**src/include/switch_consts.svh**
```systemverilog
`ifndef SWITCH_CONSTS_SVH
`define SWITCH_CONSTS_SVH

// input and output port count
`define SW_N_PORTS       4
`define SW_PORT_W        2

// packet word
`define SW_DATA_W        16

// shared buffer paging
`define SW_PAGE_WORDS    8
`define SW_N_PAGES       64
`define SW_PAGE_W        6
`define SW_FREE_CNT_W    7

// payload length field, 1 to 31 words
`define SW_LEN_W         5
// header plus 31 words spans four pages
`define SW_MAX_PKT_PAGES 4

`endif

```
**src/logic/switch_pkg.sv**
```systemverilog
`include "switch_consts.svh"

package switch_pkg;

    typedef logic [`SW_PAGE_W-1:0] page_id_t;
    typedef logic [`SW_PORT_W-1:0] port_id_t;

    // first word of every packet
    typedef struct packed {
        port_id_t                                     dest;
        // payload words after the header
        logic [`SW_LEN_W-1:0]                         length;
        logic [`SW_DATA_W-`SW_PORT_W-`SW_LEN_W-1:0]  spare;
    } pkt_hdr_t;

    // plain data, or a header when the word carries sop
    typedef union packed {
        logic [`SW_DATA_W-1:0] raw;
        pkt_hdr_t              hdr;
    } pkt_word_u;

endpackage

```
**src/logic/free_page_list.sv**
```systemverilog
`timescale 1ns/10ps
`include "switch_consts.svh"

module free_page_list import switch_pkg::*; (
    input  logic                      clk,
    input  logic                      rst_n,
    input  logic                      alloc,
    output page_id_t                  alloc_page,
    input  logic                      release_en,
    input  page_id_t                  release_page,
    output logic [`SW_FREE_CNT_W-1:0] free_count
);

    // ring of free page numbers
    page_id_t               list [`SW_N_PAGES];
    // list depth equals page count, so pointers share the page width
    logic [`SW_PAGE_W-1:0]  rd_ptr;
    logic [`SW_PAGE_W-1:0]  wr_ptr;

    // next free page is always on show
    assign alloc_page = list[rd_ptr];

    always_ff @(posedge clk) begin
        if (!rst_n) begin
            for (int i = 0; i < `SW_N_PAGES; i++) begin
                list[i] <= page_id_t'(i);
            end
        end else if (release_en) begin
            list[wr_ptr] <= release_page;
        end
    end

    always_ff @(posedge clk) begin
        if (!rst_n) begin
            rd_ptr     <= '0;
            // full list after reset, so wr_ptr meets rd_ptr
            wr_ptr     <= '0;
            free_count <= `SW_FREE_CNT_W'(`SW_N_PAGES);
        end else begin
            if (alloc) begin
                rd_ptr <= rd_ptr + 1'b1;
            end
            if (release_en) begin
                wr_ptr <= wr_ptr + 1'b1;
            end
            free_count <= free_count + `SW_FREE_CNT_W'(release_en)
                          - `SW_FREE_CNT_W'(alloc);
        end
    end

    // writer checks the count at each header, so the list never runs dry
    assert property (@(posedge clk) disable iff (!rst_n)
        alloc |-> free_count != '0);

    // reader returns each page once
    assert property (@(posedge clk) disable iff (!rst_n)
        release_en |-> free_count != `SW_FREE_CNT_W'(`SW_N_PAGES));

endmodule

```
**config.mk**
```make
export PLATFORM = sky130hd
export DESIGN_NAME = free_page_list
export DESIGN_NICKNAME = d
export VERILOG_FILES = /design/src/logic/switch_pkg.sv /design/src/logic/free_page_list.sv
export VERILOG_INCLUDE_DIRS = /design/src /design/src/include
export SDC_FILE = /design/constraint.sdc
export NUM_CORES = 1
export LEC_CHECK = 0
export CORE_UTILIZATION = 25
export DETAILED_ROUTE_END_ITERATION = 16
export DONT_BUFFER_PORTS = 1
export PLACE_DENSITY = 0.49
export SYNTH_ARGS = -nofsm -noshare
export SYNTH_HDL_FRONTEND = slang
export SYNTH_SLANG_ARGS = --single-unit
```
**constraint.sdc**
```tcl
create_clock -name clk -period 2.55 [get_ports clk]
set_clock_uncertainty 0.1 [all_clocks]
set_input_delay 0.1275 -clock clk [delete_from_list [all_inputs] [get_ports clk]]
set_output_delay 0.1275 -clock clk [all_outputs]
set_load 0.02 [all_outputs]
```
# Yosys cells after proc, flatten, opt, wreduce, memory -nomap -nowiden
# Memory sizes are Yosys's and may differ from the RTL's. A register that Yosys moved wholly into a read port is not among the register bits.
# Cells that the tools add are included.
# totals
memories	1
out_inout_bits	13
ramBits	384
inputBits	10
elab_cells	18
register_bits	19
# op_classes
addsub	4
muxes	9
n_reduce_logical	1
# mem_list
memory	words	word_bits	rd	rd_clocked_by_memory_dff	write_ports	line	rtl
list	64	6	1	1	64	free_page_list.sv:15	page_id_t list [`SW_N_PAGES];
# op_table
cell	count
6-bit 2-to-1 mux	4
6-bit by 1-bit adder with 6-bit output, second input constant	2
7-bit by 1-bit adder with 7-bit output	1
7-bit by 1-bit subtractor with 7-bit output	1
6-bit OR reduction	1
1-bit 2-to-1 mux	5

# Logic depth before layout (Yosys ltp)
# Gate-level depths: netlist of the first run.
# depth
word_depth	5
mapped_depth	12

# Worst setup path before layout of the first run
# No wires, ideal clock.
# synth_path
path_kind	register -> register
from	register free_count[0]
to	register free_count[6]
setup_ns	0.074
period_less_slack_ns	2.310
arrival_ns	2.135
slack_ns	0.240
stages_incl_launch_ff	13
path_cell_list	dfxtp_1 -> inv_1 -> ha_1 -> inv_1 -> ha_1 -> inv_1 -> fa_1 -> nor2b_1 -> o21ai_0 -> a21oi_1 -> o21ai_0 -> and3_1 -> o21ai_0
# synth_between
elab_chain_cells	2
# synth_lines
element	line	rtl
start: declaration	free_page_list.sv:11	output logic [`SW_FREE_CNT_W-1:0] free_count
start signal: assignment	free_page_list.sv:38	free_count <= `SW_FREE_CNT_W'(`SW_N_PAGES);
start signal: assignment	free_page_list.sv:46	free_count <= free_count + `SW_FREE_CNT_W'(release_en)
7-bit by 1-bit adder with 7-bit output	free_page_list.sv:46	
7-bit by 1-bit subtractor with 7-bit output	free_page_list.sv:46	
# Every way passes these cells.
# A chain may end at the register's enable or synchronous reset.

==> results of run 1 <==
worst max path at each step:
stage | end | from | cells past startpoint
floorplan | free_count[6] | free_count[0] | 12
global placement | alloc_page[2] | register | 8
detailed placement | alloc_page[2] | register | 8
CTS | alloc_page[2] | register | 8
global route | alloc_page[4] | register | 7
finish | alloc_page[4] | register | 7
cell type report:
class / count / area (um^2)
fillers: 7352 / 50800
flip-flops and latches: 409 / 12000
multi-input cells: 819 / 6130
repair buffers: 182 / 1810
clock buffers: 65 / 1270
well taps: 959 / 1200
clock inverters: 19 / 239
inverters: 20 / 75.1
where the power goes:
part / total [mW] / switching [mW] / internal, mW / leakage, nW
registers: 7.75 / 0.175 / 7.57 / 3.76
clock network: 6.73 / 2.82 / 3.91 / 0.733
logic: 1.76 / 0.974 / 0.783 / 2.53
total: 16.2 / 3.97 / 12.3 / 7.03
metal layers:
layer | vias to the layer above | share of wire, % | global-route usage, %
met1 | 6197 | 45 | 20.5
met4 | 0 | 2.1 | 4.09
met3 | 78 | 6.7 | 2.50
met5 | - | 0 | 0
li1 | 5417 | - | -
met2 | 434 | 47 | 23.4
logic make-up after synthesis:
group	after synthesis
buffers and inverters	161
adders and majority gates	10
xor gates and xnor gates	11
muxes	109
AOI/OAI and AO/OA	121
DFF	409
and+or+nand+nor	568
state kept, by name, indices dropped and copies added (netlist names), named ones only:
register    flops
list          384
wr_ptr          6
free_count      7
rd_ptr          6
repair_timing:
item | 4_1_cts | 5_1_grt
hold buffers | 16 | 1
buffers inserted | 12 | 6
hold endpoints to repair | 544 | 12
setup endpoints to repair | 12 | 17
resized for setup | 27 | 28
cloned | 1 | 2
pin swaps | 5 | 3
layout by cell type (no fill, tap or decap), types with 10 or more instances in the layout:
master / count
nand3_1: 50
dfxtp_1: 20
or2_2: 11
nor2b_1: 10
clkbuf_1: 14
nor2_1: 95
nand2_1: 150
nor3_1: 122
buf_4: 133
clkbuf_16: 48
buf_12: 21
or3_1: 45
mux4_2: 96
and2_1: 48
a21oi_1: 11
inv_1: 15
o21ai_0: 52
o21ai_1: 12
and3_1: 10
dlygate4sd3_1: 15
edfxtp_1: 384
through the flow:
step | std cells | total power, mW | hold WS (ns) | setup slack [ns]
floorplan | 1389 | 8.86 | 0.182 | 0.240
global placement | 2351 | 9.36 | 0.120 | -0.00770
detailed placement | 2351 | 9.39 | 0.134 | -0.0170
CTS | 2464 | 16.3 | 0.00439 | -0.388
global route | 2473 | 16.8 | 0.00660 | -0.416
finish | 2473 | 16.2 | 0.00926 | -0.375
critical path, delay by kind of cell (launching register included):
kind	cells	cell delay [ns]
compound gates	2	0.45
buf+inv	3	0.49
mux	2	0.74
flops	1	0.43
==> impl_results.md, run 1 <==
* Num CTS Buffers at 46
* Post-route ant nets at 0
* Slew margin rel. at 22.5%
* Largest family of logic cells by synthesized area: simple AND/OR/NAND/NOR gates
* Pins over their slew limit at 0
* Worst-Margin Slew at 1.15 ns
* CP Class: register to output port
* Drt initial violations at 1,160
* Worst EP arrival at 2.70 ns
* CP startpoint kind: register
* Share of cells above drive strength 1 at 25.2%
* Global Route Usage Sum at 14.7%
* Max Cap Viol at 0
* Avg Inst Size Synth at 13.5 um^2
* R2R depth at 2
* CTS max path bufs at 3
* CP cell instances: buf_4 > clkbuf_16 > mux4_2 > mux2i_2 > a31oi_2 > buf_4 > a32o_2
* Ports at 23
* Post-Synth Adder-Cell Area at 0.709%
* Yosys top cell area share at 61.6%
* Area delta synth->final at 21.7%
* Final cycle utilization of the critical path at 115%
* Worst setup margin at -0.375 ns
* Status: finished, violations left
* Final hold violations at 0
* Depth of the CTS H-tree at 2
* Leak at 7.03 nW
* Final wirelength at 55,700 um
* Post-Synth Simple-Gate Area at 14.7%
* Pwr dens at 713 nW/um^2
* Worst Hold End: list[18][0]
* Worst R2R Setup Slack at 0.10 ns
* Max VDD drop at 781 uV
* Post-Syn Area at 18,700 um^2
* Hold path start: rst_n
* DP Area at 20,600 um^2
* Clock Tree Root: clkbuf_16
* Util after Layout at 31.0%
* Worst endpoint required time at 2.32 ns
* Failing checks: negative setup slack
* Synth Area in XOR/XNOR at 0.515%
* DR vias/cell at 4.90
* Synth area leader: edfxtp_1
* GP Congestion at 0.822
* Crit-path max cell delay at 0.55 ns
* Setup TNS at -1.91 ns
* # DRC at 0
* Initial antenna violation count at 1
* Initial Utilization at 25.4%
* Crit. End Element: output port
* Clk_lat worst skew at 0.59 ns
* CTS tree: yes
* Yosys warns at 0
* Die area at 76,000 um^2
* WHS Path Cells at 1
* RSZ-0062 raised after global routing: true
* Post-Syn Instances at 1,389
* R2r endpoint: list[4][0]
* # rows at 99
* Die H at 276 um
* Worst-path clk slew at 0.06 ns
* First-pass GRT wire length at 82,000 um
* DR WL/cell at 22.5 um
* Peak Freq at 342 MHz
* Ant. Diodes at 0
* Final Cell Area at 22,800 um^2
* Distinct cells, synth at 48
* GRT overflow at 0
* CP max FO at 7
* Top cells by count, synth: edfxtp_1, nand2_1, nor3_1
* Compound-gate portion of the synthesized area at 3.76%
* Crit path top cell by count: buf_4
* Syn nets at 1,409
* Via count at 12,100
* Max stage delay cell, worst path: mux4_2
* Die width at 276 um
* Top post-synthesis cells by area: edfxtp_1, mux4_2, nor3_1
* Nets@finish at 1,498
* First drt pass iteration count at 8
* Seq cells post-synth at 409
* Mux cell area share after synthesis at 12.2%
* IO Port Bufs at 0
* Dominant synthesized flop cell: edfxtp_1
* # setup viols final at 6
* Hold/Removal Path Class: input pin to register
* Detailed placer's ending HPWL at 35,500 um
* Post-synth EDFFs at 384
* Worst reg2reg path startpoint: wr_ptr[4]
* Share of synthesized registers carrying an async set or reset at 0%
* Largest net degree at the start of global routing at 65
* CTS Sinks at 409
* Number of global-route vias before repair at 12,200
* Sequential element share of the synthesized area at 64.3%
* Period minus WS final at 2.93 ns
* Core Region at 73,600 um^2
* Dominant cell by count in the synthesized netlist: edfxtp_1
Power figures use the tool's default switching activity.
==> inputs of run 2 (changes only) <==
clock period = 3.4 ns   (was 2.55 ns; I/O delays follow)
==> impl_results.md, run 2 (same netlist as run 1, synthesis figures left out) <==
* Setup TNS at 0 ns (+1.91 ns)
* GRT overflow at 0 (unchanged)
* Pwr Total at 12.0 mW (-26%)
* Area delta synth->final at 16.7%
* First-pass GRT wire length at 80,000 um (-2.4%)
* Min Hold Slack at 0.0152 ns (+0.00591 ns)
* Worst setup margin at 0.210 ns (+0.585 ns)
* Commonest non-fill, non-tap cell in the layout: edfxtp_1
* Pwr dens at 549 nW/um^2 (-23%)
* Slew margin rel. at 21.6% (-0.85 points)
* CTS Sinks at 409 (unchanged)
* Max VDD drop at 343 uV (-56%)
* GP Congestion at 0.805 (-2.0%)
* Final hold violations at 0 (unchanged)
* Max Cap Viol at 0 (unchanged)
* Top flop regs: list: 384 flops, free_count: 7 flops
* Initial Utilization at 25.4% (unchanged)
* Final cycle utilization of the critical path at 93.8%
* First drt pass iteration count at 5 (-3)
* DR vias/cell at 4.93 (+0.47%)
* Status: finished clean
* Leak at 6.56 nW (-6.6%)
* Worst-path clk slew at 0.06 ns (about the same)
* Crit. End Element: output port
* # rows at 99 (unchanged)
* Worst slack at placement at 0.612 ns (+0.629 ns)
* Core Region at 73,600 um^2 (unchanged)
* CP startpoint kind: register
* Die H at 276 um (unchanged)
* Ports at 23 (unchanged)
* Hold/Removal Path Class: input pin to register
* Die width at 276 um (unchanged)
* Placed cell count at 2,310 (-1.7%)
* Commonest cells after routing, fill and taps aside: edfxtp_1, nand2_1, nor3_1, buf_4, mux4_2
* Clock Tree Root: clkbuf_16
* CP max FO at 13 (+6)
* Final Cell Area at 21,800 um^2 (-4.1%)
* Max reg flops at 384 (unchanged)
* Clk_lat worst skew at 0.58 ns (about the same)
* Largest net degree at the start of global routing at 65 (unchanged)
* Drt initial violations at 1,261 (+8.7%)
* RSZ-0062 raised after global routing: false
* Peak Freq at 314 MHz
* Pins over their slew limit at 0 (unchanged)
* Die area at 76,000 um^2 (unchanged)
* CTS max path bufs at 3 (unchanged)
* Global Route Usage Sum at 14.3% (-0.42 points)
* Nets@finish at 1,436 (-4.1%)
* Number of global-route vias before repair at 11,800 (-3.1%)
* DR WL/cell at 22.4 um (-0.39%)
* Worst EP arrival at 2.92 ns (+0.22 ns)
* Worst-Margin Slew at 1.17 ns (+0.0177 ns)
* Final Non-Filler Cells at 2,411 (-2.5%)
* Reg with most FFs: list
* Share of cells above drive strength 1 at 20.5% (-4.8 points)
* Final wirelength at 54,100 um (-2.9%)
* # setup viols final at 0 (-6)
* Via count at 11,900 (-2.1%)
* Util after Layout at 29.7% (-1.3 points)
* CTS tree: yes
* Depth of the CTS H-tree at 2 (unchanged)
* CP Class: register to output port
* Detailed placer's ending HPWL at 34,400 um (-3.2%)
* Post-route ant nets at 0 (unchanged)
* Worst endpoint required time at 3.13 ns (+0.81 ns)
* DP Area at 20,100 um^2 (-2.4%)
* # DRC at 0 (unchanged)
* Initial antenna violation count at 2 (+1)
* IO Port Bufs at 0 (unchanged)
* Num CTS Buffers at 46 (unchanged)
* Period minus WS final at 3.19 ns
## run 2: cell types whose count changed in the layout (fill, tap and decap cells not counted), moves of 5 or more
cell           change
a31oi_1            +5
buf_12            -17
buf_4             -31
buf_6              -7
clkbuf_1           -7
dlygate4sd3_1      -5
mux2i_1            +6
mux2i_2            -6
o21ai_0           +10
o21ai_1            -8
## run 2: final cells by class
type	instances	area, um^2
Fill cell	7418	51700
Timing Repair Buffer	120	1040
Multi-Input combinational cell	819	5980
Antenna cell	1	2.50
Inverter	20	75.1
Clock buffer	57	1240
Clock inverter	26	256
Tap cell	959	1200
Sequential cell	409	12000
## run 2: worst max-delay path, stage by stage (launching register included)
cell and delay (ns):
dfxtp_4 0.54, mux4_2 0.53, nor2b_1 0.14, a211oi_1 0.23
a21oi_1 0.09, a21oi_1 0.33, o21ai_0 0.25, buf_4 0.23
## run 2: worst paths after layout
check | slack [ns] | depth (start not counted) | end | start
worst max-delay path | 0.21 | 7 | alloc_page[1] | register
worst max register to register | 0.26 | 13 | free_count[6] | free_count[0]
worst min-delay path | 0.02 | 1 | list[43][1] | rst_n
worst min register to register | 0.41 | 2 | register | rd_ptr[5]
## run 2: layer usage
layer	global-route usage (%)	part of all wire, %
met5	0	0.024
met3	2.58	6.4
met2	22.3	46
met1	20.1	45
met4	4.04	2.3
## run 2: repair_timing
| action | CTS | global route |
|---|---|---|
| hold buffers | 12 | 0 |
| setup buffers | 0 | 5 |
| setup endpoints to repair | 1 | 4 |
| endpoints found under the hold margin | 494 | 0 |
| gates resized for setup | 1 | 0 |
## run 2: power breakdown
group,internal [mW],switching [mW],total (mW)
registers,5.68,0.143,5.82
logic,0.485,0.667,1.15
clock network,2.85,2.15,5.01
