[src/include/switch_consts.svh]
`ifndef SWITCH_CONSTS_SVH
`define SWITCH_CONSTS_SVH

// input and output port count
`define SW_N_PORTS       4
`define SW_PORT_W        2

// packet word
`define SW_DATA_W        16

// shared buffer paging
`define SW_PAGE_WORDS    8
`define SW_N_PAGES       64
`define SW_PAGE_W        6
`define SW_FREE_CNT_W    7

// payload length field, 1 to 31 words
`define SW_LEN_W         5
// header plus 31 words spans four pages
`define SW_MAX_PKT_PAGES 4

`endif

[src/logic/switch_pkg.sv]
`include "switch_consts.svh"

package switch_pkg;

    typedef logic [`SW_PAGE_W-1:0] page_id_t;
    typedef logic [`SW_PORT_W-1:0] port_id_t;

    // first word of every packet
    typedef struct packed {
        port_id_t                                     dest;
        // payload words after the header
        logic [`SW_LEN_W-1:0]                         length;
        logic [`SW_DATA_W-`SW_PORT_W-`SW_LEN_W-1:0]  spare;
    } pkt_hdr_t;

    // plain data, or a header when the word carries sop
    typedef union packed {
        logic [`SW_DATA_W-1:0] raw;
        pkt_hdr_t              hdr;
    } pkt_word_u;

endpackage

[src/logic/out_queues.sv]
`timescale 1ns/10ps
`include "switch_consts.svh"

module out_queues import switch_pkg::*; (
    input  logic                        clk,
    input  logic                        rst_n,
    input  logic                        link_wr,
    input  page_id_t                    link_from,
    input  page_id_t                    link_to,
    input  logic                        enq,
    input  port_id_t                    enq_dest,
    input  page_id_t                    enq_head,
    input  page_id_t                    enq_tail,
    input  logic                        deq,
    input  port_id_t                    deq_port,
    output page_id_t [`SW_N_PORTS-1:0]  head_page,
    input  page_id_t                    link_rd_page,
    output page_id_t                    link_next,
    output logic [`SW_N_PORTS-1:0]      nonempty
);

    // next page of a packet, or head page of the next packet in queue
    page_id_t                   link [`SW_N_PAGES];
    page_id_t                   tail [`SW_N_PORTS];
    // packets waiting per output
    logic [`SW_FREE_CNT_W-1:0]  count [`SW_N_PORTS];
    logic [`SW_N_PORTS-1:0]     enq_sel;
    logic [`SW_N_PORTS-1:0]     deq_sel;

    assign enq_sel   = enq ? (`SW_N_PORTS'(1) << enq_dest) : '0;
    assign deq_sel   = deq ? (`SW_N_PORTS'(1) << deq_port) : '0;
    assign link_next = link[link_rd_page];

    always_comb begin
        for (int p = 0; p < `SW_N_PORTS; p++) begin
            nonempty[p] = count[p] != '0;
        end
    end

    // page chaining and tail chaining never fall in one cycle
    always_ff @(posedge clk) begin
        if (link_wr) begin
            link[link_from] <= link_to;
        end else if (enq && nonempty[enq_dest]) begin
            link[tail[enq_dest]] <= enq_head;
        end
    end

    always_ff @(posedge clk) begin
        for (int p = 0; p < `SW_N_PORTS; p++) begin
            if (enq_sel[p]) begin
                tail[p] <= enq_tail;
            end
            // empty queue, or its last packet leaves as this one lands
            if (enq_sel[p] && (count[p] == '0 || (deq_sel[p] && count[p] == 1))) begin
                head_page[p] <= enq_head;
            end else if (deq_sel[p]) begin
                head_page[p] <= link_next;
            end
        end
    end

    always_ff @(posedge clk) begin
        if (!rst_n) begin
            for (int p = 0; p < `SW_N_PORTS; p++) begin
                count[p] <= '0;
            end
        end else begin
            for (int p = 0; p < `SW_N_PORTS; p++) begin
                count[p] <= count[p] + `SW_FREE_CNT_W'(enq_sel[p])
                            - `SW_FREE_CNT_W'(deq_sel[p]);
            end
        end
    end

    // scheduler only starts on a nonempty queue, dequeue comes at its eop
    assert property (@(posedge clk) disable iff (!rst_n)
        deq |-> nonempty[deq_port]);

endmodule

[config.mk]
export PLATFORM = sky130hd
export DESIGN_NAME = out_queues
export DESIGN_NICKNAME = d
export VERILOG_FILES = /design/src/logic/switch_pkg.sv /design/src/logic/out_queues.sv
export VERILOG_INCLUDE_DIRS = /design/src /design/src/include
export SDC_FILE = /design/constraint.sdc
export NUM_CORES = 1
export LEC_CHECK = 0
export ABC_CLOCK_PERIOD_IN_PS = 3300
export BUFFER_PORTS_ARGS = -buffer_cell sky130_fd_sc_hd__buf_2
export CAP_MARGIN = 20
export CORE_ASPECT_RATIO = 1.2
export CORE_MARGIN = 2
export CORE_UTILIZATION = 55
export CTS_BUF_LIST = sky130_fd_sc_hd__clkbuf_4 sky130_fd_sc_hd__clkbuf_8
export DETAILED_ROUTE_END_ITERATION = 16
export PLACE_DENSITY = 0.75
export SLEW_MARGIN = 20
export SYNTH_ARGS = -nofsm -noshare
export SYNTH_HDL_FRONTEND = slang
export SYNTH_SLANG_ARGS = --single-unit
[constraint.sdc]
create_clock -name clk -period 3.3 [get_ports clk]
set_clock_uncertainty 0.15 [all_clocks]
set_input_delay 0.825 -clock clk [delete_from_list [all_inputs] [get_ports clk]]
set_output_delay 0.825 -clock clk [all_outputs]
set_load 0.005 [all_outputs]
## Word level (Yosys, flattened, before mapping)

Memory sizes are Yosys's and may differ from the RTL's.
Index checks and enable logic that the tools add are counted.

- Flip-flop bits (word level): 24
- Memory bits (writable): 436
- Bits of input ports: 39
- Output and inout port bits: 34
- Memories kept: 3

- Add/sub/neg operators: 8
- $lt $le $gt $ge: 1
- Equal/unequal tests: 4
- Shift operators: 2
- Mux-type cells: 34
- Bitwise gates (word level): 4
- Reduce and logical (&&, ||, !) cells: 26

Memories:

| name | depth | width | read ports | clocked after Yosys merged registers in | write ports | RTL line | RTL |
|---|---|---|---|---|---|---|---|
| link | 64 | 6 | 1 | 0 | 1 | out_queues.sv:23 | `` page_id_t link [`SW_N_PAGES]; `` |
| count | 4 | 7 | 4 | 0 | 4 | out_queues.sv:26 | `` logic [`SW_FREE_CNT_W-1:0] count [`SW_N_PORTS]; `` |
| tail | 4 | 6 | 1 | 0 | 4 | out_queues.sv:24 | `` page_id_t tail [`SW_N_PORTS]; `` |

Operators by type and width:

| cell | count |
|---|---|
| 2-to-1 mux 6 bit | 10 |
| adder 7 x 1 -> 7 bit | 4 |
| equality test 7 x 1 -> 1 bit (second input constant) | 4 |
| logical NOT 7 bit | 4 |
| 2-to-1 mux 7 bit | 4 |
| nonzero test 7 bit | 4 |
| subtractor 7 x 1 -> 7 bit | 4 |
| 2-to-1 mux 1 bit | 17 |
| logical AND 1 bit | 9 |
| 2-to-1 mux 4 bit | 2 |
| nonzero test 2 bit | 4 |
| left shift 1 x 2 -> 4 bit (first input constant) | 2 |
| OR reduction 6 bit | 1 |
| logical OR 1 bit | 4 |
| OR 1 bit | 4 |
| < comparator 2 x 3 -> 1 bit (second input constant) | 1 |
| binary-select mux 1 bit (select 2 bit) | 1 |

## Logic depth before layout (Yosys ltp)

Gate-level depths: netlist of run 1.

- Depth after elaboration: 9
- Depth in mapped cells: 12

## Least setup slack after synthesis of run 1

OpenSTA, ideal clock, no wires.

- Path kind: input -> register
- From: input enq_dest[0]
- To: memory link[3][0] in the netlist's numbering, enable pin
- Setup time: 0.379 ns
- Arrival: 2.765 ns
- Slack: 0.005 ns
- Cell stages on the path: 7
- Cells stage by stage: buf_2 mux4_2 nand2b_1 a211oi_1 a31oi_1 buf_2 a211oi_1

- Longest elaborated chain between the ends: 8
- Elaborated cells between the ends (all ways): 10
- Classes of those cells: mux: 7; reduce/logical: 2; memory: 1

Ends and longest elaborated chain:

| item | RTL line | RTL |
|---|---|---|
| start: declaration | out_queues.sv:11 | `input port_id_t enq_dest,` |
| binary-select mux 1 bit (select 2 bit) | out_queues.sv:44 | `end else if (enq && nonempty[enq_dest]) begin` |
| 2-to-1 mux 1 bit (not written as such) | out_queues.sv:44 |  |
| logical AND 1 bit | out_queues.sv:44 |  |
| 2-to-1 mux 1 bit | out_queues.sv:44 |  |
| 2-to-1 mux 1 bit | out_queues.sv:42 | `if (link_wr) begin` |
| 2-to-1 mux 1 bit (not written as such) | out_queues.sv:45 | `link[tail[enq_dest]] <= enq_head;` |
| OR reduction 6 bit (no line) | -- |  |
| 2-to-1 mux 6 bit (no line) or 2-to-1 mux 1 bit (tied branches) | -- |  |
| end: declaration | out_queues.sv:23 |  |

Parallel ways exist; a longest one is shown, timed or not. The select of a mux whose other input is x is not followed.

## Worst setup path in the final report of run 1

- From: input link_rd_page[4]
- To: output link_next[3]

- Longest elaborated chain between the ends: 1

Ends and longest elaborated chain:

| item | RTL line | RTL |
|---|---|---|
| start: declaration | out_queues.sv:17 | `input page_id_t link_rd_page,` |
| memory read (64 x 6 bit) | -- |  |
| end: declaration | out_queues.sv:18 | `output page_id_t link_next,` |

Every way passes these cells.

==> run_results.csv, run 1 <==
group,metric,value,unit
clock_network,cts_hold_buf,0,
clock_network,htree_levels,3,
timing,slew-limit-headroom,0.490,
routing,viasPerCell,5.83,
clock_network,tritoncts,"yes",
run_status,status,"finished, violations left",
yosys,yosysTopAreaCell,"edfxtp_1",
yosys,async_flop_share,0,
clock_network,clk_pin_slew_worst_paths,0.06,ns
setup_path,cp_top_family,"buffers and inverters",
die,die_w,177,um
setup_path,start_kind,"primary input",
clock_network,cts-root-buf,"clkbuf_8",
setup_path,cpMaxStageDelayCell,"a22oi_1",
setup_path,path_cells,"buf_2, buf_12, nor2b_1, buf_4, buf_4, a22oi_1, nand2_1, o22ai_2, nor2_1, a21boi_2, buf_2",
setup_path,crit_fanout,29,
power,peakVddDrop,0.000610,V
die,core-area,35800,um2
placed_design,dp_hpwl,31600,um
timing,slew_viol_final,0,
die,io-pin-count,73,
yosys,synth_edf_count,432,
routing,wl,46700,um
power,power_density,578,nW/um2
setup_path,worstSetupPathType,"in2out",
finish,layout_common_cells,"edfxtp_1, buf_4, mux2i_1",
global_route,grt_pass1_wl,71100,um
routing,postRouteAntennaNets,0,
setup_path,cpPeakStageDelay,0.29,ns
die,dieArea,37600,um2
setup_path,critPathRequiredTime,2.32,ns
timing,final.setup.worst_slack,-0.406,ns
finish,syn2layout_area_growth,21.0,%
yosys,ys_ff_latch,460,
routing,num_vias,11800,
timing,max_freq,270,MHz
clock_network,insertion_delay,0.61,ns
clock_network,cts.sinks,460,
worst_hold_path,min_path_type,"in2reg",
timing,hold_viol_final,0,
setup_path,path_buf_inv,5,
yosys,synth.distinct_cells,62,
yosys,synth.net_count,1285,
routing,drc,0,
die,start_util,0.554,
finish,nets,1583,
power,p_leak,8.86,nW
placed_design,post-place-ws,-0.454,ns
yosys,synth_area_leaders,"edfxtp_1, mux4_2, mux2i_1, dfxtp_1, ha_1",
clock_network,cts_buffers,71,
power,power,13.8,mW
global_route,grt_max_degree,65,
timing,worstMarginPinSlew,0.760,ns
routing,firstDrtPassIters,7,
run_status,violations,"negative setup slack",
die,rows,76,
finish,drive_above_1_share,0.330,
job,drv_cap,0,
yosys,netlist_area,19800,um2
finish,final_core_util,0.670,
yosys,syn_area_per_cell,16.4,um2
yosys,yosysTopAreaCellShare,0.655,
setup_path,worst_ep_arrival_time,2.73,ns
yosys,yosys_warnings,0,
placed_design,port_buffers,72,
placed_design,place.gp.congestion,0.942,
yosys,ys.flop_type,"edfxtp_1",
global_route,grt_antenna_before_repair,3,
setup_path,end_kind,"output pin",
global_route,grt-ovfl-total,0,
timing,rsz0062_at_grt,"true",
yosys,seq_area_frac_synth,0.683,
global_route,grt.total_usage,0.255,
timing,setup_viol,6,
routing,wl_per_cell,23.0,um
timing,fin_crit,3.71,ns
clock_network,clockBufferDepth,3,
timing,period_share,1.12,
global_route,grt_pass1_vias,12100,
routing,dr.first_iter.drc_count,1031,
die,die_h,212,um
finish,layout_commonest_cell,"edfxtp_1",
yosys,syn_inst,1206,
[per-stage QoR]
step | TNS [ns] | std cells | hold slack, ns | instance area (um2)
2_1_floorplan | 0 | 1206 | 0.447 | 19800
3_3_place_gp | -26.67 | 1880 | 0.458 | 22200
3_5_place_dp | -25.90 | 1880 | 0.476 | 22200
4_1_cts | -2.07 | 2026 | 0.243 | 23900
5_1_grt | -2.33 | 2029 | 0.271 | 24000
6_report | -2.12 | 2030 | 0.279 | 24000
[Yosys cell counts (3+ instances only)]
library cell  instances
nor2b_1              12
a21oi_1              41
o21ai_1               6
o32a_1                4
buf_4                16
nand3_1              21
nand2_2               4
clkbuf_1             16
a211oi_1              5
o22a_1                3
nand2_1              46
o22ai_1               9
o21ai_0              10
and2_1               28
ha_1                 36
buf_2                16
and3_1                6
and4bb_2              3
mux4_2               64
or3_1                 4
fa_1                  4
o21bai_1              8
edfxtp_1            432
nor3_1               29
a21o_1                5
xnor2_1               4
inv_1                42
a21boi_1              5
a31oi_1               8
dfxtp_1              28
nor2_1               57
nand2b_1              9
mux2_2               13
mux2i_1             126
a22oi_1              38
xor2_1               16
[area by class of cell]
cell class,count,area (um2)
sequential,460,13500
fill,2490,11800
multi-input combinational,650,5940
timing repair buffer,279,2350
clock buffer,96,1210
tap,468,586
clock inverter,32,186
inverter,42,158
antenna,3,7.51
[path summary, 6_finish.rpt]
kind                  endpoint  slack (ns)            start  depth (start not counted)
hold / removal      tail[3][3]        0.28      enq_tail[3]                          1
setup reg to reg   link[41][3]        0.10      count[3][5]                         10
setup / recovery  link_next[3]       -0.41  link_rd_page[4]                         11
hold reg to reg    count[2][6]        0.49      count[2][5]                          3
[registers in the layout, summed over array words and instances (netlist names)]
name       cells
link         384
tail          24
head_page     24
count         28
[layer usage]
metal  routed length [um]  part of all wire  track usage  vias up
li1                     -                 -            -     5345
met1                18500              0.40        0.327     5983
met5                   16           0.00034            0        -
met4                 1790             0.038        0.115        2
met3                 2610             0.056       0.0408       91
met2                23800              0.51        0.431      406
[cells by family (layout without fill, tap and decap cells)]
kind of cell    Yosys count  in the layout  synth area share
compound gates          158            158            0.0544
xor+xnor                 20             20           0.00884
fa+ha+maj                40             40            0.0268
buf+inv                  96            449            0.0246
flops                   460            460             0.683
mux                     204            204             0.145
other cells               0              3                 0
simple gates            228            228            0.0575
[power breakdown]
group	leakage (nW)	total [mW]	internal, mW	switching (mW)
clock network	0.732	4.64	2.47	2.17
logic	4.00	2.39	1.09	1.31
registers	4.13	6.81	6.73	0.0840
total	8.86	13.8	10.3	3.56
[what timing repair did]
action                                  in CTS  in global routing
endpoints found under the setup margin      25                 11
pin swaps                                    6                  3
resized for setup                           35                  8
setup buffers                               16                  0
gates cloned                                 2                  1
Power figures use the tool's default switching activity.
==> inputs of run 2 (changes only) <==
--- a/config.mk
+++ b/config.mk
@@ -14,6 +14,7 @@
 export CORE_UTILIZATION = 55
 export CTS_BUF_LIST = sky130_fd_sc_hd__clkbuf_4 sky130_fd_sc_hd__clkbuf_8
 export DETAILED_ROUTE_END_ITERATION = 16
+export MAX_ROUTING_LAYER = met4
 export PLACE_DENSITY = 0.75
 export SLEW_MARGIN = 20
 export SYNTH_ARGS = -nofsm -noshare
==> run 2 against run 1 <==
Critical endpoint is now link_next[0]. Non-clock buffer count up 11. Worst setup slack better by 0.072 ns. Final area up 0.87%. Critical path depth increased by 1. Cell count increased by 0.79%. Power rose by 0.28%. The run still ends with negative setup slack left. Hold slack worse by 0.016 ns. Clock power about the same. Via count is 1.0% higher.
==> run_results.csv, run 2 (same netlist as run 1, synthesis figures left out) <==
group,metric,value,unit
worst_hold_path,min_path_type,"in2reg",
setup_path,start_kind,"primary input",
timing,final.setup.worst_slack,-0.334,ns
job,drv_cap,0,
finish,largest_register,"link",
setup_path,r2r-end,"link[47][1]",
finish,nets,1594,
timing,period_share,1.10,
timing,hold_viol_final,0,
clock_network,tritoncts,"yes",
finish,layout_common_cells,"edfxtp_1, buf_4, mux2i_1",
setup_path,worstSetupPathType,"in2out",
power,seqPwrFrac,0.491,
setup_path,startpoint,"link_rd_page[2]",
clock_network,cts_hold_buf,0,
finish,reg_top3,"link (384), count (28)",
routing,wl,47500,um
power,power_frac_comb,0.175,
routing,viasPerCell,5.84,
die,rows,76,
setup_path,critPathRequiredTime,2.32,ns
setup_path,path_cells,"buf_16, buf_16, buf_16, buf_16, buf_4, mux2i_1, a22oi_1, nand2_1, o22ai_2, nor2_1, a21boi_2, buf_2",
setup_path,worst_path_most_repeated_cell,"buf_16",
clock_network,clk_pin_slew_worst_paths,0.06,ns
global_route,grt_pass1_wl,71600,um
run_status,violations,"negative setup slack",
setup_path,endpoint,"link_next[0]",
finish,largest_reg_flops,384,
timing,slew_viol_final,0,
setup_path,worst_ep_arrival_time,2.66,ns
power,p_leak,8.93,nW
clock_network,cts_buffers,71,
setup_path,timing.rr.start,"count[3][4]",
placed_design,dp.cells,1886,
run_status,status,"finished, violations left",
timing,rsz0062_at_grt,"true",
finish,drive_above_1_share,0.337,
power,sw_frac_of_total,0.258,
clock_network,htree_levels,3,
placed_design,dp_hpwl,31800,um
setup_path,end_kind,"output pin",
setup_path,cpPeakStageDelay,0.22,ns
routing,drc,0,
clock_network,cts-root-buf,"clkbuf_8",
die,core-area,35800,um2
power,power_density,574,nW/um2
finish,syn2layout_area_growth,22.0,%
setup_path,crit_cells,12,
timing,setup_viol,6,
clock_network,clockBufferDepth,3,
power,switching_power,3.58,mW
setup_path,cp_top_family,"buffers and inverters",
placed_design,port_buffers,72,
global_route,grt_pass1_vias,12300,
setup_path,path_buf_inv,6,
power,power_frac_clock,0.335,
die,die_w,177,um
finish,final_core_util,0.676,
setup_path,r2r_slack,0.14,ns
finish,stdcell_count,2046,
power,peakVddDrop,0.000499,V
timing,max_freq,275,MHz
routing,postRouteAntennaNets,0,
power,power,13.9,mW
timing,slew-limit-headroom,0.498,
routing,firstDrtPassIters,7,
setup_path,cpMaxStageDelayCell,"a22oi_1",
die,die_h,212,um
die,start_util,0.554,
clock_network,insertion_delay,0.62,ns
placed_design,place.gp.congestion,0.944,
setup_path,crit_fanout,11,
global_route,grt_max_degree,65,
global_route,grt_antenna_before_repair,6,
global_route,grt.total_usage,0.267,
routing,num_vias,11900,
setup_path,r2r_cells,11,
routing,wl_per_cell,23.2,um
global_route,grt-ovfl-total,0,
power,p_int,10.3,mW
timing,fin_crit,3.63,ns
die,io-pin-count,73,
finish,nFillCells,2465,
die,dieArea,37600,um2
timing,worstMarginPinSlew,0.750,ns
clock_network,cts.sinks,460,
finish,layout_commonest_cell,"edfxtp_1",
routing,dr.first_iter.drc_count,1131,
run 2: metal layers:
| metal | global-route usage | part of all wire | up-vias |
|---|---|---|---|
| li1 | - | - | 5375 |
| met1 | 0.315 | 0.38 | 5972 |
| met2 | 0.443 | 0.52 | 489 |
| met3 | 0.0485 | 0.062 | 112 |
| met4 | 0.128 | 0.040 | 0 |
| met5 | - | 0 | - |
run 2: worst min path at each step:
stage,startpoint,endpoint,slack [ns],cells after the start
2_1_floorplan,count[0][5],count[0][6],0.45,3
3_3_place_gp,count[0][5],count[0][6],0.46,3
3_5_place_dp,count[0][5],count[0][6],0.49,3
4_1_cts,enq_tail[3],tail[0][3],0.21,1
5_1_grt,enq_tail[0],tail[2][0],0.24,1
6_report,enq_tail[3],tail[0][3],0.26,1
run 2: through the flow:
| stage | instance area (um2) | setup slack [ns] | hold WS [ns] | setup TNS, ns |
|---|---|---|---|---|
| global route | 24200 | -0.381 | 0.238 | -2.17 |
| CTS | 24000 | -0.337 | 0.213 | -1.92 |
| finish | 24200 | -0.334 | 0.262 | -1.87 |
| global placement | 22200 | -0.471 | 0.456 | -26.30 |
| floorplan | 19800 | 0.00521 | 0.447 | 0 |
| detailed placement | 22200 | -0.454 | 0.488 | -25.62 |
run 2: area by class of cell:
cell class	instances	area (um2)	share of cell area
multi-input cells	650	6010	0.248
inverters	42	158	0.00652
flip-flops and latches	460	13500	0.560
repair buffers	290	2480	0.103
diodes	7	17.5	0.000724
clock buffers	99	1210	0.0501
well taps	468	586	0.0242
clock inverters	30	186	0.00771
run 2: what timing repair did:
action | CTS | global route
gates resized for setup | 38 | 21
pin swaps | 5 | 9
hold endpoints to repair | 0 | 0
cloned | 3 | 3
endpoints found under the setup margin | 12 | 16
setup buffers | 11 | 9
run 2: worst register-to-register path, cell delays in order, from the launching register on:
cell	delay, ns
dfxtp_1	0.34
inv_1	0.06
ha_1	0.19
and4bb_2	0.27
nand3_1	0.11
o2111ai_2	0.22
a21o_1	0.25
buf_4	0.18
buf_4	0.19
o21a_1	0.36
nor3_2	0.32
buf_4	0.21
run 2: power by group through the flow:
stage	Clock [mW]	Sequential, mW	Combinational [mW]
floorplan	0	6.92	1.45
global placement	0	6.93	2.23
detailed placement	0	6.94	2.31
CTS	4.73	6.82	2.39
global route	5.00	6.83	2.65
finish	4.65	6.81	2.42
