## config.mk

```make
export PLATFORM = sky130hd
export DESIGN_NAME = switch_ctrl
export DESIGN_NICKNAME = d
export VERILOG_FILES = /design/src/logic/switch_pkg.sv /design/src/logic/switch_ctrl.sv
export VERILOG_INCLUDE_DIRS = /design/src /design/src/include
export SDC_FILE = /design/constraint.sdc
export NUM_CORES = 1
export LEC_CHECK = 0
export BUFFER_PORTS_ARGS = -buffer_cell sky130_fd_sc_hd__buf_2
export CORE_AREA = 2 2 117 119
export CTS_CLUSTER_DIAMETER = 150
export CTS_CLUSTER_SIZE = 24
export DETAILED_ROUTE_END_ITERATION = 8
export DIE_AREA = 0 0 119 121
export MAX_ROUTING_LAYER = met4
export PLACE_DENSITY_LB_ADDON = 0.12
export SLEW_MARGIN = 15
export SYNTH_ARGS = -nofsm -noshare
export SYNTH_HDL_FRONTEND = slang
export SYNTH_SLANG_ARGS = --single-unit
```

## constraint.sdc

```tcl
create_clock -name clk -period 2.7 [get_ports clk]
set_clock_uncertainty 0.15 [all_clocks]
set_input_delay 0.135 -clock clk [delete_from_list [all_inputs] [get_ports clk]]
set_output_delay 0.135 -clock clk [all_outputs]
set_load 0.005 [all_outputs]
```

## src/include/switch_consts.svh

```systemverilog
`ifndef SWITCH_CONSTS_SVH
`define SWITCH_CONSTS_SVH

// input and output port count
`define SW_N_PORTS       4
`define SW_PORT_W        2

// packet word
`define SW_DATA_W        16

// shared buffer paging
`define SW_PAGE_WORDS    8
`define SW_N_PAGES       64
`define SW_PAGE_W        6
`define SW_FREE_CNT_W    7

// payload length field, 1 to 31 words
`define SW_LEN_W         5
// header plus 31 words spans four pages
`define SW_MAX_PKT_PAGES 4

`endif

```

## src/logic/switch_pkg.sv

```systemverilog
`include "switch_consts.svh"

package switch_pkg;

    typedef logic [`SW_PAGE_W-1:0] page_id_t;
    typedef logic [`SW_PORT_W-1:0] port_id_t;

    // first word of every packet
    typedef struct packed {
        port_id_t                                     dest;
        // payload words after the header
        logic [`SW_LEN_W-1:0]                         length;
        logic [`SW_DATA_W-`SW_PORT_W-`SW_LEN_W-1:0]  spare;
    } pkt_hdr_t;

    // plain data, or a header when the word carries sop
    typedef union packed {
        logic [`SW_DATA_W-1:0] raw;
        pkt_hdr_t              hdr;
    } pkt_word_u;

endpackage

```

## src/logic/switch_ctrl.sv

```systemverilog
`timescale 1ns/10ps
`include "switch_consts.svh"

module switch_ctrl import switch_pkg::*; #(
    parameter int IDX_W  = $clog2(`SW_PAGE_WORDS),
    parameter int ADDR_W = `SW_PAGE_W + IDX_W
) (
    input  logic                                    clk,
    input  logic                                    rst_n,
    input  logic [`SW_N_PORTS-1:0]                  wr_sop,
    input  logic [`SW_N_PORTS-1:0]                  wr_eop,
    input  logic [`SW_N_PORTS-1:0]                  wr_vld,
    input  logic [`SW_N_PORTS-1:0][`SW_DATA_W-1:0]  wr_data,
    output logic [`SW_N_PORTS-1:0]                  full,
    input  logic [`SW_N_PORTS-1:0]                  ready,
    output logic [`SW_N_PORTS-1:0]                  rd_sop,
    output logic [`SW_N_PORTS-1:0]                  rd_eop,
    output logic [`SW_N_PORTS-1:0]                  rd_vld,
    output logic [`SW_N_PORTS-1:0][`SW_DATA_W-1:0]  rd_data,
    output logic                                    buf_wr_en,
    output logic [ADDR_W-1:0]                       buf_wr_addr,
    output logic [`SW_DATA_W-1:0]                   buf_wr_data,
    output logic                                    buf_rd_en,
    output logic [ADDR_W-1:0]                       buf_rd_addr,
    input  logic [`SW_DATA_W-1:0]                   buf_rd_data,
    output logic                                    alloc,
    input  page_id_t                                alloc_page,
    output logic                                    release_en,
    output page_id_t                                release_page,
    input  logic [`SW_FREE_CNT_W-1:0]               free_count,
    output logic                                    link_wr,
    output page_id_t                                link_from,
    output page_id_t                                link_to,
    output logic                                    enq,
    output port_id_t                                enq_dest,
    output page_id_t                                enq_head,
    output page_id_t                                enq_tail,
    output logic                                    deq,
    output port_id_t                                deq_port,
    input  page_id_t [`SW_N_PORTS-1:0]              head_page,
    output page_id_t                                link_rd_page,
    input  page_id_t                                link_next,
    input  logic [`SW_N_PORTS-1:0]                  nonempty
);

    // write side
    port_id_t               in_ptr;
    logic                   in_busy;
    logic                   in_open;
    pkt_word_u              in_word;
    logic                   hdr_acc;
    logic                   pay_acc;
    page_id_t               wr_pg;
    page_id_t               wr_head;
    port_id_t               wr_dest;
    logic [IDX_W-1:0]       wr_idx;
    logic [`SW_LEN_W-1:0]   wr_left;

    assign in_word = wr_data[in_ptr];
    // room for the largest packet before a header is taken
    assign in_open = !in_busy && free_count >= `SW_FREE_CNT_W'(`SW_MAX_PKT_PAGES);
    assign full    = ~({`SW_N_PORTS{in_open}} & (`SW_N_PORTS'(1) << in_ptr));
    assign hdr_acc = in_open && wr_vld[in_ptr] && wr_sop[in_ptr];
    assign pay_acc = in_busy && wr_vld[in_ptr];

    // header, and every payload word landing on index 0, opens a page
    assign alloc       = hdr_acc || (pay_acc && wr_idx == '0);
    assign buf_wr_en   = hdr_acc || pay_acc;
    assign buf_wr_addr = {alloc ? alloc_page : wr_pg, wr_idx};
    assign buf_wr_data = in_word.raw;

    // chain old page to new one
    assign link_wr   = pay_acc && wr_idx == '0;
    assign link_from = wr_pg;
    assign link_to   = alloc_page;

    // registers hold through the enqueue cycle
    assign enq_dest = wr_dest;
    assign enq_head = wr_head;
    assign enq_tail = wr_pg;

    always_ff @(posedge clk) begin
        if (!rst_n) begin
            in_ptr  <= '0;
            in_busy <= 1'b0;
            wr_idx  <= '0;
            enq     <= 1'b0;
        end else begin
            // enqueue one cycle after the last word
            enq <= pay_acc && wr_left == `SW_LEN_W'(1);
            if (!in_busy && !hdr_acc) begin
                in_ptr <= in_ptr + 1'b1;
            end
            if (hdr_acc) begin
                in_busy <= 1'b1;
                wr_idx  <= IDX_W'(1);
            end else if (pay_acc) begin
                if (wr_left == `SW_LEN_W'(1)) begin
                    in_busy <= 1'b0;
                    // next header starts a page at index 0
                    wr_idx  <= '0;
                end else begin
                    wr_idx <= wr_idx + 1'b1;
                end
            end
        end
    end

    always_ff @(posedge clk) begin
        if (alloc) begin
            wr_pg <= alloc_page;
        end
        if (hdr_acc) begin
            wr_head <= alloc_page;
            wr_dest <= in_word.hdr.dest;
            wr_left <= in_word.hdr.length;
        end else if (pay_acc) begin
            wr_left <= wr_left - 1'b1;
        end
    end

    // read side
    port_id_t               out_ptr;
    logic                   rd_busy;
    logic                   rd_start;
    logic                   rd_hdr;
    logic                   rd_final;
    logic                   page_end;
    port_id_t               rd_port;
    page_id_t               rd_pg;
    logic [IDX_W-1:0]       rd_idx;
    logic [`SW_LEN_W-1:0]   rd_cnt;
    logic [`SW_LEN_W-1:0]   rd_last;
    logic [`SW_LEN_W-1:0]   last_idx;
    pkt_word_u              rd_word;
    // tags for the word now in buf_rd_data
    logic                   s1_vld;
    logic                   s1_sop;
    logic                   s1_eop;
    port_id_t               s1_port;

    assign rd_word  = buf_rd_data;
    assign rd_start = !rd_busy && ready[out_ptr] && nonempty[out_ptr];
    // header shows up the cycle after start and gives the length
    assign last_idx = rd_hdr ? rd_word.hdr.length : rd_last;
    assign rd_final = rd_busy && rd_cnt == last_idx;
    assign page_end = rd_idx == IDX_W'(`SW_PAGE_WORDS - 1);

    assign buf_rd_en   = rd_start || rd_busy;
    assign buf_rd_addr = rd_start ? {head_page[out_ptr], IDX_W'(0)} : {rd_pg, rd_idx};

    // page goes back once its last word is read
    assign release_en   = rd_busy && (page_end || rd_final);
    assign release_page = rd_pg;
    assign link_rd_page = rd_pg;
    // queue head moves to the link of the last page
    assign deq          = rd_final;
    assign deq_port     = rd_port;

    always_ff @(posedge clk) begin
        if (!rst_n) begin
            out_ptr <= '0;
            rd_busy <= 1'b0;
            rd_hdr  <= 1'b0;
            s1_vld  <= 1'b0;
            s1_sop  <= 1'b0;
            s1_eop  <= 1'b0;
            rd_vld  <= '0;
            rd_sop  <= '0;
            rd_eop  <= '0;
        end else begin
            if (!rd_busy) begin
                out_ptr <= out_ptr + 1'b1;
            end
            if (rd_start) begin
                rd_busy <= 1'b1;
            end else if (rd_final) begin
                rd_busy <= 1'b0;
            end
            rd_hdr <= rd_start;
            s1_vld <= buf_rd_en;
            s1_sop <= rd_start;
            s1_eop <= rd_final;
            rd_vld <= s1_vld ? (`SW_N_PORTS'(1) << s1_port) : '0;
            rd_sop <= s1_sop ? (`SW_N_PORTS'(1) << s1_port) : '0;
            rd_eop <= s1_eop ? (`SW_N_PORTS'(1) << s1_port) : '0;
        end
    end

    always_ff @(posedge clk) begin
        if (rd_start) begin
            rd_port <= out_ptr;
            rd_pg   <= head_page[out_ptr];
            rd_idx  <= IDX_W'(1);
            rd_cnt  <= `SW_LEN_W'(1);
        end else if (rd_busy) begin
            rd_idx <= rd_idx + 1'b1;
            rd_cnt <= rd_cnt + 1'b1;
            if (page_end) begin
                rd_pg <= link_next;
            end
        end
        if (rd_hdr) begin
            rd_last <= rd_word.hdr.length;
        end
        s1_port <= rd_start ? out_ptr : rd_port;
        if (s1_vld) begin
            rd_data[s1_port] <= buf_rd_data;
        end
    end

    // eop must land on the word the header length counts to
    assert property (@(posedge clk) disable iff (!rst_n)
        pay_acc |-> wr_eop[in_ptr] == (wr_left == `SW_LEN_W'(1)));

endmodule

```

# After elaboration in Yosys (flattened, before gate mapping)
# Cells that the tools add are included.
[word_totals]
ff_bits = 129
inputBits = 145
wordCells = 107
out_inout_bits = 161
[classes]
magnitude_cmp = 5
eq_ne = 3
n_shift = 2
bitwise = 3
reduce_logical = 31
muxes = 31
n_addsub = 6
[op_table]
columns = ["op", "count"]
rows = [
  ["bitwise mux 64 bit", 1],
  ["binary-select mux 16 bit (select 2 bit)", 1],
  ["demux 16 bit (select 2 bit)", 1],
  ["two-way mux 16 bit", 2],
  ["two-way mux 6 bit", 5],
  ["two-way mux 5 bit", 3],
  ["binary-select mux 6 bit (select 2 bit)", 1],
  ["logical AND 1 bit", 12],
  ["two-way mux 1 bit", 11],
  ["AND reduction 2 bit", 5],
  ["nonzero test 2 bit", 5],
  ["less-than comparator 2 x 3 -> 1 bit (second input constant)", 3],
  ["two-way mux 9 bit", 1],
  ["binary-select mux 1 bit (select 2 bit)", 4],
  ["left shift 1 x 2 -> 4 bit (first input constant)", 2],
  [">= comparator 7 x 3 -> 1 bit (second input constant)", 1],
  ["adder 3 x 1 -> 3 bit (second input constant)", 2],
  ["adder 5 x 1 -> 5 bit (second input constant)", 1],
  ["equality test 5 x 1 -> 1 bit (second input constant)", 1],
  ["equality test 5 bit", 1],
  ["subtractor 5 x 1 -> 5 bit (second input constant)", 1],
  ["adder 2 x 1 -> 2 bit (second input constant)", 2],
  ["AND 4 bit", 1],
  ["logical OR 1 bit", 4],
  ["other kinds (8)", 10],
]

# Logic depth before layout (Yosys ltp)
# Gate-level depths: netlist (run 1).
[depth]
depth_word = 6
ltp_mapped = 6
depth_no_buf = 6

# Worst setup path before layout (run 1)
# Ideal clock, no wire load.
[synth_timing]
kind = "flip-flop to flip-flop"
from = "register s1_port[1] (netlist name)"
to = "register rd_data[0] (netlist name) (enable)"
synth_period_minus_slack_ns = 2.243
stages_incl_launch_ff = 2
arrival_time_ns = 1.684
setup_ns = 0.409
required_time_ns = 2.141
path_slack_ns = 0.457
path_buffers = 0
path_cell_list = "edfxtp_1 > nor3_1"
[synth_rtl]
columns = ["element", "line_no", "text"]
rows = [
  ["end signal: indexed assignment", "switch_ctrl.sv:208", "rd_data[s1_port] <= buf_rd_data;"],
  ["end: declaration", "switch_ctrl.sv:19", "output logic [`SW_N_PORTS-1:0][`SW_DATA_W-1:0] rd_data,"],
]

# Worst setup path after layout (run 1)
[layout_timing]
from = "register out_ptr[0]"
to = "output buf_rd_addr[4]"
[layout_between]
elab_chain_len = 5
word_cells_on_any_way = 9
cone_classes = "7 x mux; 2 x reduce/logical"
[layout_rtl]
columns = ["element", "line_no", "text"]
rows = [
  ["start: declaration", "switch_ctrl.sv:123", "port_id_t out_ptr;"],
  ["start signal: assignment", "switch_ctrl.sv:173", "out_ptr <= out_ptr + 1'b1;"],
  ["binary-select mux 1 bit (select 2 bit)", "switch_ctrl.sv:143", "assign rd_start = !rd_busy && ready[out_ptr] && nonempty[out_ptr];"],
  ["two-way mux 1 bit (not written as such)", "switch_ctrl.sv:143", ""],
  ["logical AND 1 bit (2 in a row)", "switch_ctrl.sv:143", ""],
  ["two-way mux 9 bit (*)", "switch_ctrl.sv:150", "assign buf_rd_addr = rd_start ? {head_page[out_ptr], IDX_W'(0)} : {rd_pg, rd_idx};"],
  ["end: declaration", "switch_ctrl.sv:24", "output logic [ADDR_W-1:0] buf_rd_addr,"],
]
# Mark *: on every way between the ends. The rest lies on a longest branch, timed or not. The select of a mux whose other input is x is not followed.

==> out/results.ini, run 1 <==
[run_status]
status=finished, final reports clean

[die]
ios=306
dieArea_mm2=0.0144
die-width_um=119
placeableCoreArea_mm2=0.0131
fp.dieH_um=121
rows=42
start_util_pct=41.2

[global_route]
use_met2_pct=29.1
grt_pass1_wl_mm=20.0
antenna_found_initial=0
track_usage_pct=18.6
grt_busiest_layer=met2
grt_pass1_vias=3954
grtUsageMet1_pct=23.2
grt_overflow_total=0
grt.met3_usage_pct=4.98
grt_max_degree=19

[detailed_routing]
via_per_inst=4.66
wl_per_cell_um=14.7
drtIter0Drc=124
first_pass_iters=4
drcViolationCount=0
wl_mm=12.9
vias=4074
ant_nets=0

[place]
place_inst=809
dpl.hpwl_mm=9.87
place.gp.congestion=0.926
port_buffers=299

[finish]
nFillCells=1070
final_util_pct=60.5
fin_cells=875
drive_gt1_share_pct=55.8
area_growth_pct=46.9
final_common_cell=buf_2
n_antenna_cell=0
layout_common_cells=buf_2 (299), edfxtp_1 (85), dfxtp_1 (44)
nets=842

[critical_path]
critPathSlowestCell=mux4_2
timing.critical_path.depth=4
arrival_ns=2.27
required_ns=2.41
cp_slowest_stage_delay_ns=0.59
path_cells=mux4_2, nor2_4, mux2_2, buf_2
path_buf_inv=1
path_max_fanout=18
cp_top_family=multiplexers
regToRegSetupSlack_ns=0.26
criticalPathCategory=flop to output port
endpoint_kind=output port
critPathLaunchType=flop
r2r_cells=3

[sta]
rsz0062_at_grt=false
fin_setup_tns_ns=0
period_minus_slack_ns=2.55
maxSlewHeadroom_pct=68.0
finalHoldViolCount=0
maxSlewViolCount=0
worst_slew_pin_slew_ns=0.479
fmax_mhz=392
setup_viol=0
period_share_pct=94.4

[yosys]
synthCells=353
yosysWarnings=0
syn_avg_cell_area_um2=15.3
ys_ff_latch=129
synth_fp_nets=509
synth_area_mm2=0.00539
ys_types=36
ys_seq_area_share_pct=63.7

[cts]
numClockSinks=129
cts_buffers=17
clk_latency_ns=0.41
cts_tree=done
clock_path_buffers=2
clk_pin_slew_ns=0.06
root_buffer=clkbuf_16
h-tree-depth=4

[job]
cap_violations=0

[pwr]
leakagePower_nw=3.43
powerDensity_mw_per_mm2=909
vdd_drop_max_uv=468

[min_path]
min_path_type=input port to flop
min_path_cells=4

## sequential cells by signal, summed over array words and instances (netlist names), 5 cells and up
| signal | cells |
|---|---|
| link_rd_page | 6 |
| rd_cnt | 5 |
| rd_data | 64 |
| enq_tail | 6 |
| enq_head | 6 |
| wr_left | 5 |
| rd_last | 5 |
## metrics by stage
step	cell area, um2	worst slack, ns	hold slack [ns]	power [mW]
4_1_cts	7920	0.0451	0.0109	7.28
5_1_grt	7910	0.00437	0.0526	7.62
6_report	7910	0.150	0.0319	7.20
3_5_place_dp	6980	0.472	0.191	4.97
2_1_floorplan	5390	0.457	0.0839	4.17
3_3_place_gp	6980	0.524	0.190	4.94
## worst reg2reg max path, stage by stage (launching register included)
cell	delay (ns)
dfxtp_1	0.49
buf_4	0.35
mux4_1	0.62
dlygate4sd3_1	0.58
## per-layer routing
layer | vias up | share of wire [%]
met2 | 182 | 48
met3 | 13 | 7.0
met5 | - | 0
met1 | 1908 | 44
li1 | 1971 | -
met4 | 0 | 1.5
## power by group
part / total, mW / internal (mW) / leakage [nW] / switching [mW]
sequential: 2.75 / 2.52 / 1.14 / 0.234
clock: 2.23 / 1.31 / 0.286 / 0.916
combinational: 2.21 / 1.17 / 2.01 / 1.04
total: 7.20 / 5.00 / 3.43 / 2.19
## repair_timing
item	4_1_cts	5_1_grt
endpoints found under the setup margin	0	1
hold buffers	34	0
hold endpoints to repair	107	0
gates resized for setup	0	1
setup buffers	0	0
## cell usage after synthesis (all sizes together)
| library cell | instances | share of area (%) |
|---|---|---|
| a21boi | 1 | 0.35 |
| a21oi | 9 | 0.84 |
| and2 | 1 | 0.12 |
| and3 | 1 | 0.12 |
| buf | 27 | 3.7 |
| clkbuf | 4 | 0.28 |
| dfxtp | 44 | 16 |
| edfxtp | 85 | 47 |
| ha | 11 | 2.6 |
| inv | 10 | 0.70 |
| mux2 | 23 | 4.8 |
| mux2i | 4 | 0.74 |
| mux4 | 25 | 11 |
| nand2 | 22 | 1.5 |
| nand2b | 3 | 0.35 |
| nand3 | 4 | 0.37 |
| nand3b | 2 | 0.28 |
| nand4 | 3 | 0.35 |
| nor2 | 27 | 2.0 |
| nor2b | 6 | 0.70 |
| nor3 | 9 | 0.84 |
| nor3b | 1 | 0.14 |
| o2111ai | 1 | 0.28 |
| o211ai | 2 | 0.37 |
| o21ai | 11 | 1.0 |
| o311a | 1 | 0.19 |
| or4 | 1 | 0.14 |
| or4b | 1 | 0.19 |
| xnor2 | 10 | 1.6 |
| xor2 | 4 | 0.65 |
## logic make-up after synthesis
family	synth area share, %
AO/OA/AOI/OAI	3.04
XOR/XNOR	2.28
flip-flops	63.7
buffers and inverters	4.69
multiplexers	16.6
adder cells (fa/ha/maj)	2.56
AND/OR/NAND/NOR	7.13
## worst paths after layout
check,start,end
setup / recovery,out_ptr[0]$_SDFFE_PN0N_,buf_rd_addr[4]
hold reg to reg,rd_last[1]$_DFF_P_,rd_last[1]$_DFF_P_
setup reg to reg,in_ptr[0]$_SDFFE_PN0P_,enq_dest[1]$_DFFE_PP_
hold / removal,wr_vld[2],in_ptr[0]$_SDFFE_PN0P_
## cell type report
class,instances,area [um2],area share [%]
Sequential cell,129,3430,43.4
Inverter,10,37.5,0.474
Tap cell,176,220,2.78
Multi-Input combinational cell,183,1700,21.5
Timing Repair Buffer,345,1930,24.4
Clock inverter,15,168,2.12
Clock buffer,17,425,5.38
Power figures use the tool's default switching activity.
==> inputs of run 2 (changes only) <==
==> constraint.sdc (replaced) <==
create_clock -name clk -period 2.9 [get_ports clk]
set_clock_uncertainty 0.15 [all_clocks]
set_input_delay 0.145 -clock clk [delete_from_list [all_inputs] [get_ports clk]]
set_output_delay 0.145 -clock clk [all_outputs]
set_load 0.005 [all_outputs]
==> run 2 against run 1 <==
  * Register-to-register slack improved by 0.24 ns
  * Global-route usage rose by 0.54 points
  * Non-clock buffer count fell by 1
  * Routed wire length rose by 2.7%
  * Via count rose by 1.4%
  * Clock power fell by 8%
  * Design area fell by 0.17%
  * Core utilization fell by 0.11 points
  * Count of clock-buffer cells in the layout rose by 1
  * Final cell count fell by 0.11%
  * Worst hold slack improved by 0.0073 ns
  * Combinational power fell by 6%
==> out/results.ini, run 2 (same netlist as run 1, synthesis figures left out) <==
[detailed_routing]
ant_nets=0  ; unchanged
via_per_inst=4.73  ; +1.5%
drcViolationCount=0  ; unchanged
wl_per_cell_um=15.1  ; +2.8%
vias=4132  ; +1.4%
first_pass_iters=6  ; +2
wl_mm=13.2  ; +2.7%
drtIter0Drc=185  ; +49%

[cts]
clk_pin_slew_ns=0.06  ; about the same
clock_path_buffers=2  ; unchanged
root_buffer=clkbuf_16
h-tree-depth=4  ; unchanged
numClockSinks=129  ; unchanged
cts_tree=done
cts_buffers=17  ; unchanged
clk_latency_ns=0.41  ; about the same

[die]
die-width_um=119  ; unchanged
ios=306  ; unchanged
fp.dieH_um=121  ; unchanged
dieArea_mm2=0.0144  ; unchanged
placeableCoreArea_mm2=0.0131  ; unchanged
rows=42  ; unchanged
start_util_pct=41.2  ; unchanged

[finish]
fin_cells=874  ; -0.11%
drive_gt1_share_pct=55.6  ; -0.21 points
nets=841  ; -0.12%
layout_common_cells=buf_2 (299), edfxtp_1 (85), dfxtp_1 (44)
largest_reg_flops=64  ; unchanged
n_antenna_cell=0  ; unchanged
final_util_pct=60.4  ; -0.11 points
regMostFlops=rd_data
area_growth_pct=46.6
fin_area_mm2=0.00790  ; -0.17%
final_common_cell=buf_2

[critical_path]
cp_slowest_stage_delay_ns=0.71  ; +0.12 ns
critPathSlowestCell=mux4_1
criticalPathCategory=flop to output port
path_cells=mux4_1, o2111ai_2, buf_4, nand2_1, buf_2
endpoint_kind=output port
rr_startpoint=in_ptr[0]$_SDFFE_PN0P_
cp-startpoint=in_ptr[0]$_SDFFE_PN0P_
path_buf_inv=2  ; +1
regToRegSetupSlack_ns=0.50  ; +0.24 ns
path_max_fanout=11  ; -7
crit_end=buf_wr_en
r2r_cells=3  ; unchanged
r2r-end=enq_dest[1]$_DFFE_PP_
cp_top_family=multiplexers
critPathLaunchType=flop
timing.critical_path.depth=5  ; +1
arrival_ns=2.33  ; +0.06 ns
required_ns=2.61  ; +0.20 ns

[sta]
finalHoldViolCount=0  ; unchanged
fmax_mhz=382
maxSlewViolCount=0  ; unchanged
maxSlewHeadroom_pct=65.7  ; -2.3 points
setup_viol=0  ; unchanged
rsz0062_at_grt=false
worst_slew_pin_slew_ns=0.514  ; +0.0351 ns
fin_setup_tns_ns=0  ; unchanged
period_minus_slack_ns=2.62
period_share_pct=90.4

[place]
dpl_cell_area_mm2=0.00698  ; unchanged
place_inst=809  ; unchanged
port_buffers=299  ; unchanged
place.gp.congestion=0.908  ; -1.9%
dpl.hpwl_mm=10.0  ; +1.2%

[global_route]
grt_pass1_wl_mm=20.7  ; +3.3%
grt_pass1_vias=4140  ; +4.7%
antenna_found_initial=0  ; unchanged
grt_max_degree=19  ; unchanged
grt_overflow_total=0  ; unchanged
track_usage_pct=19.2  ; +0.54 points

[pwr]
leakagePower_nw=3.43  ; -0.20%
total_power_mw=6.69  ; -7.0%
vdd_drop_max_uv=483  ; +3.1%
powerDensity_mw_per_mm2=847  ; -6.9%

[run_status]
status=finished, final reports clean

[min_path]
min_path_type=input port to flop

[job]
cap_violations=0  ; unchanged

-- run 2: worst min path at each step --
stage,start,to,slack [ns],depth (start not counted)
global placement,alloc_page[4],enq_head[4]$_DFFE_PP_,0.20,1
finish,wr_vld[0],in_ptr[0]$_SDFFE_PN0P_,0.04,4
detailed placement,alloc_page[0],enq_head[0]$_DFFE_PP_,0.20,1
CTS,wr_vld[0],in_ptr[0]$_SDFFE_PN0P_,0.02,4
global route,wr_vld[0],in_ptr[0]$_SDFFE_PN0P_,0.05,4
floorplan,alloc_page[0],enq_head[0]$_DFFE_PP_,0.09,0
-- run 2: layout make-up --
type,count,area [um2]
Fill cell,1070,5190
Sequential cell,129,3430
Timing Repair Buffer,344,1920
Multi-Input combinational cell,183,1710
Clock buffer,18,429
Tap cell,176,220
Clock inverter,14,156
Inverter,10,37.5
-- run 2: timing repair --
| item | 4_1_cts | 5_1_grt |
|---|---|---|
| endpoints found under the setup margin | 0 | 0 |
| gates resized for setup | 0 | 0 |
| buffers inserted | 0 | 0 |
| hold buffers | 33 | 0 |
| hold endpoints to repair | 106 | 0 |
-- run 2: layer usage --
metal,GRT usage [%],share of wire [%],up-vias
li1,-,-,1968
met2,31.1,49,187
met5,-,0,-
met1,23.1,42,1965
met4,5.36,1.1,0
met3,6.25,7.4,12
-- run 2: power by group --
group          total (mW)  internal [mW]  switching (mW)
Sequential           2.55           2.34           0.203
Combinational        2.08           1.09           0.992
Clock                2.06           1.28           0.784
-- run 2: through the flow --
stage | hold slack (ns) | setup WS, ns
floorplan | 0.0939 | 0.657
global placement | 0.199 | 0.710
detailed placement | 0.198 | 0.646
CTS | 0.0182 | 0.248
global route | 0.0459 | 0.145
finish | 0.0392 | 0.279
-- run 2: worst reg2reg max path: stages (launching register included) --
cell,delay [ns]
dfxtp_1,0.48
buf_4,0.35
mux4_1,0.61
dlygate4sd3_1,0.57
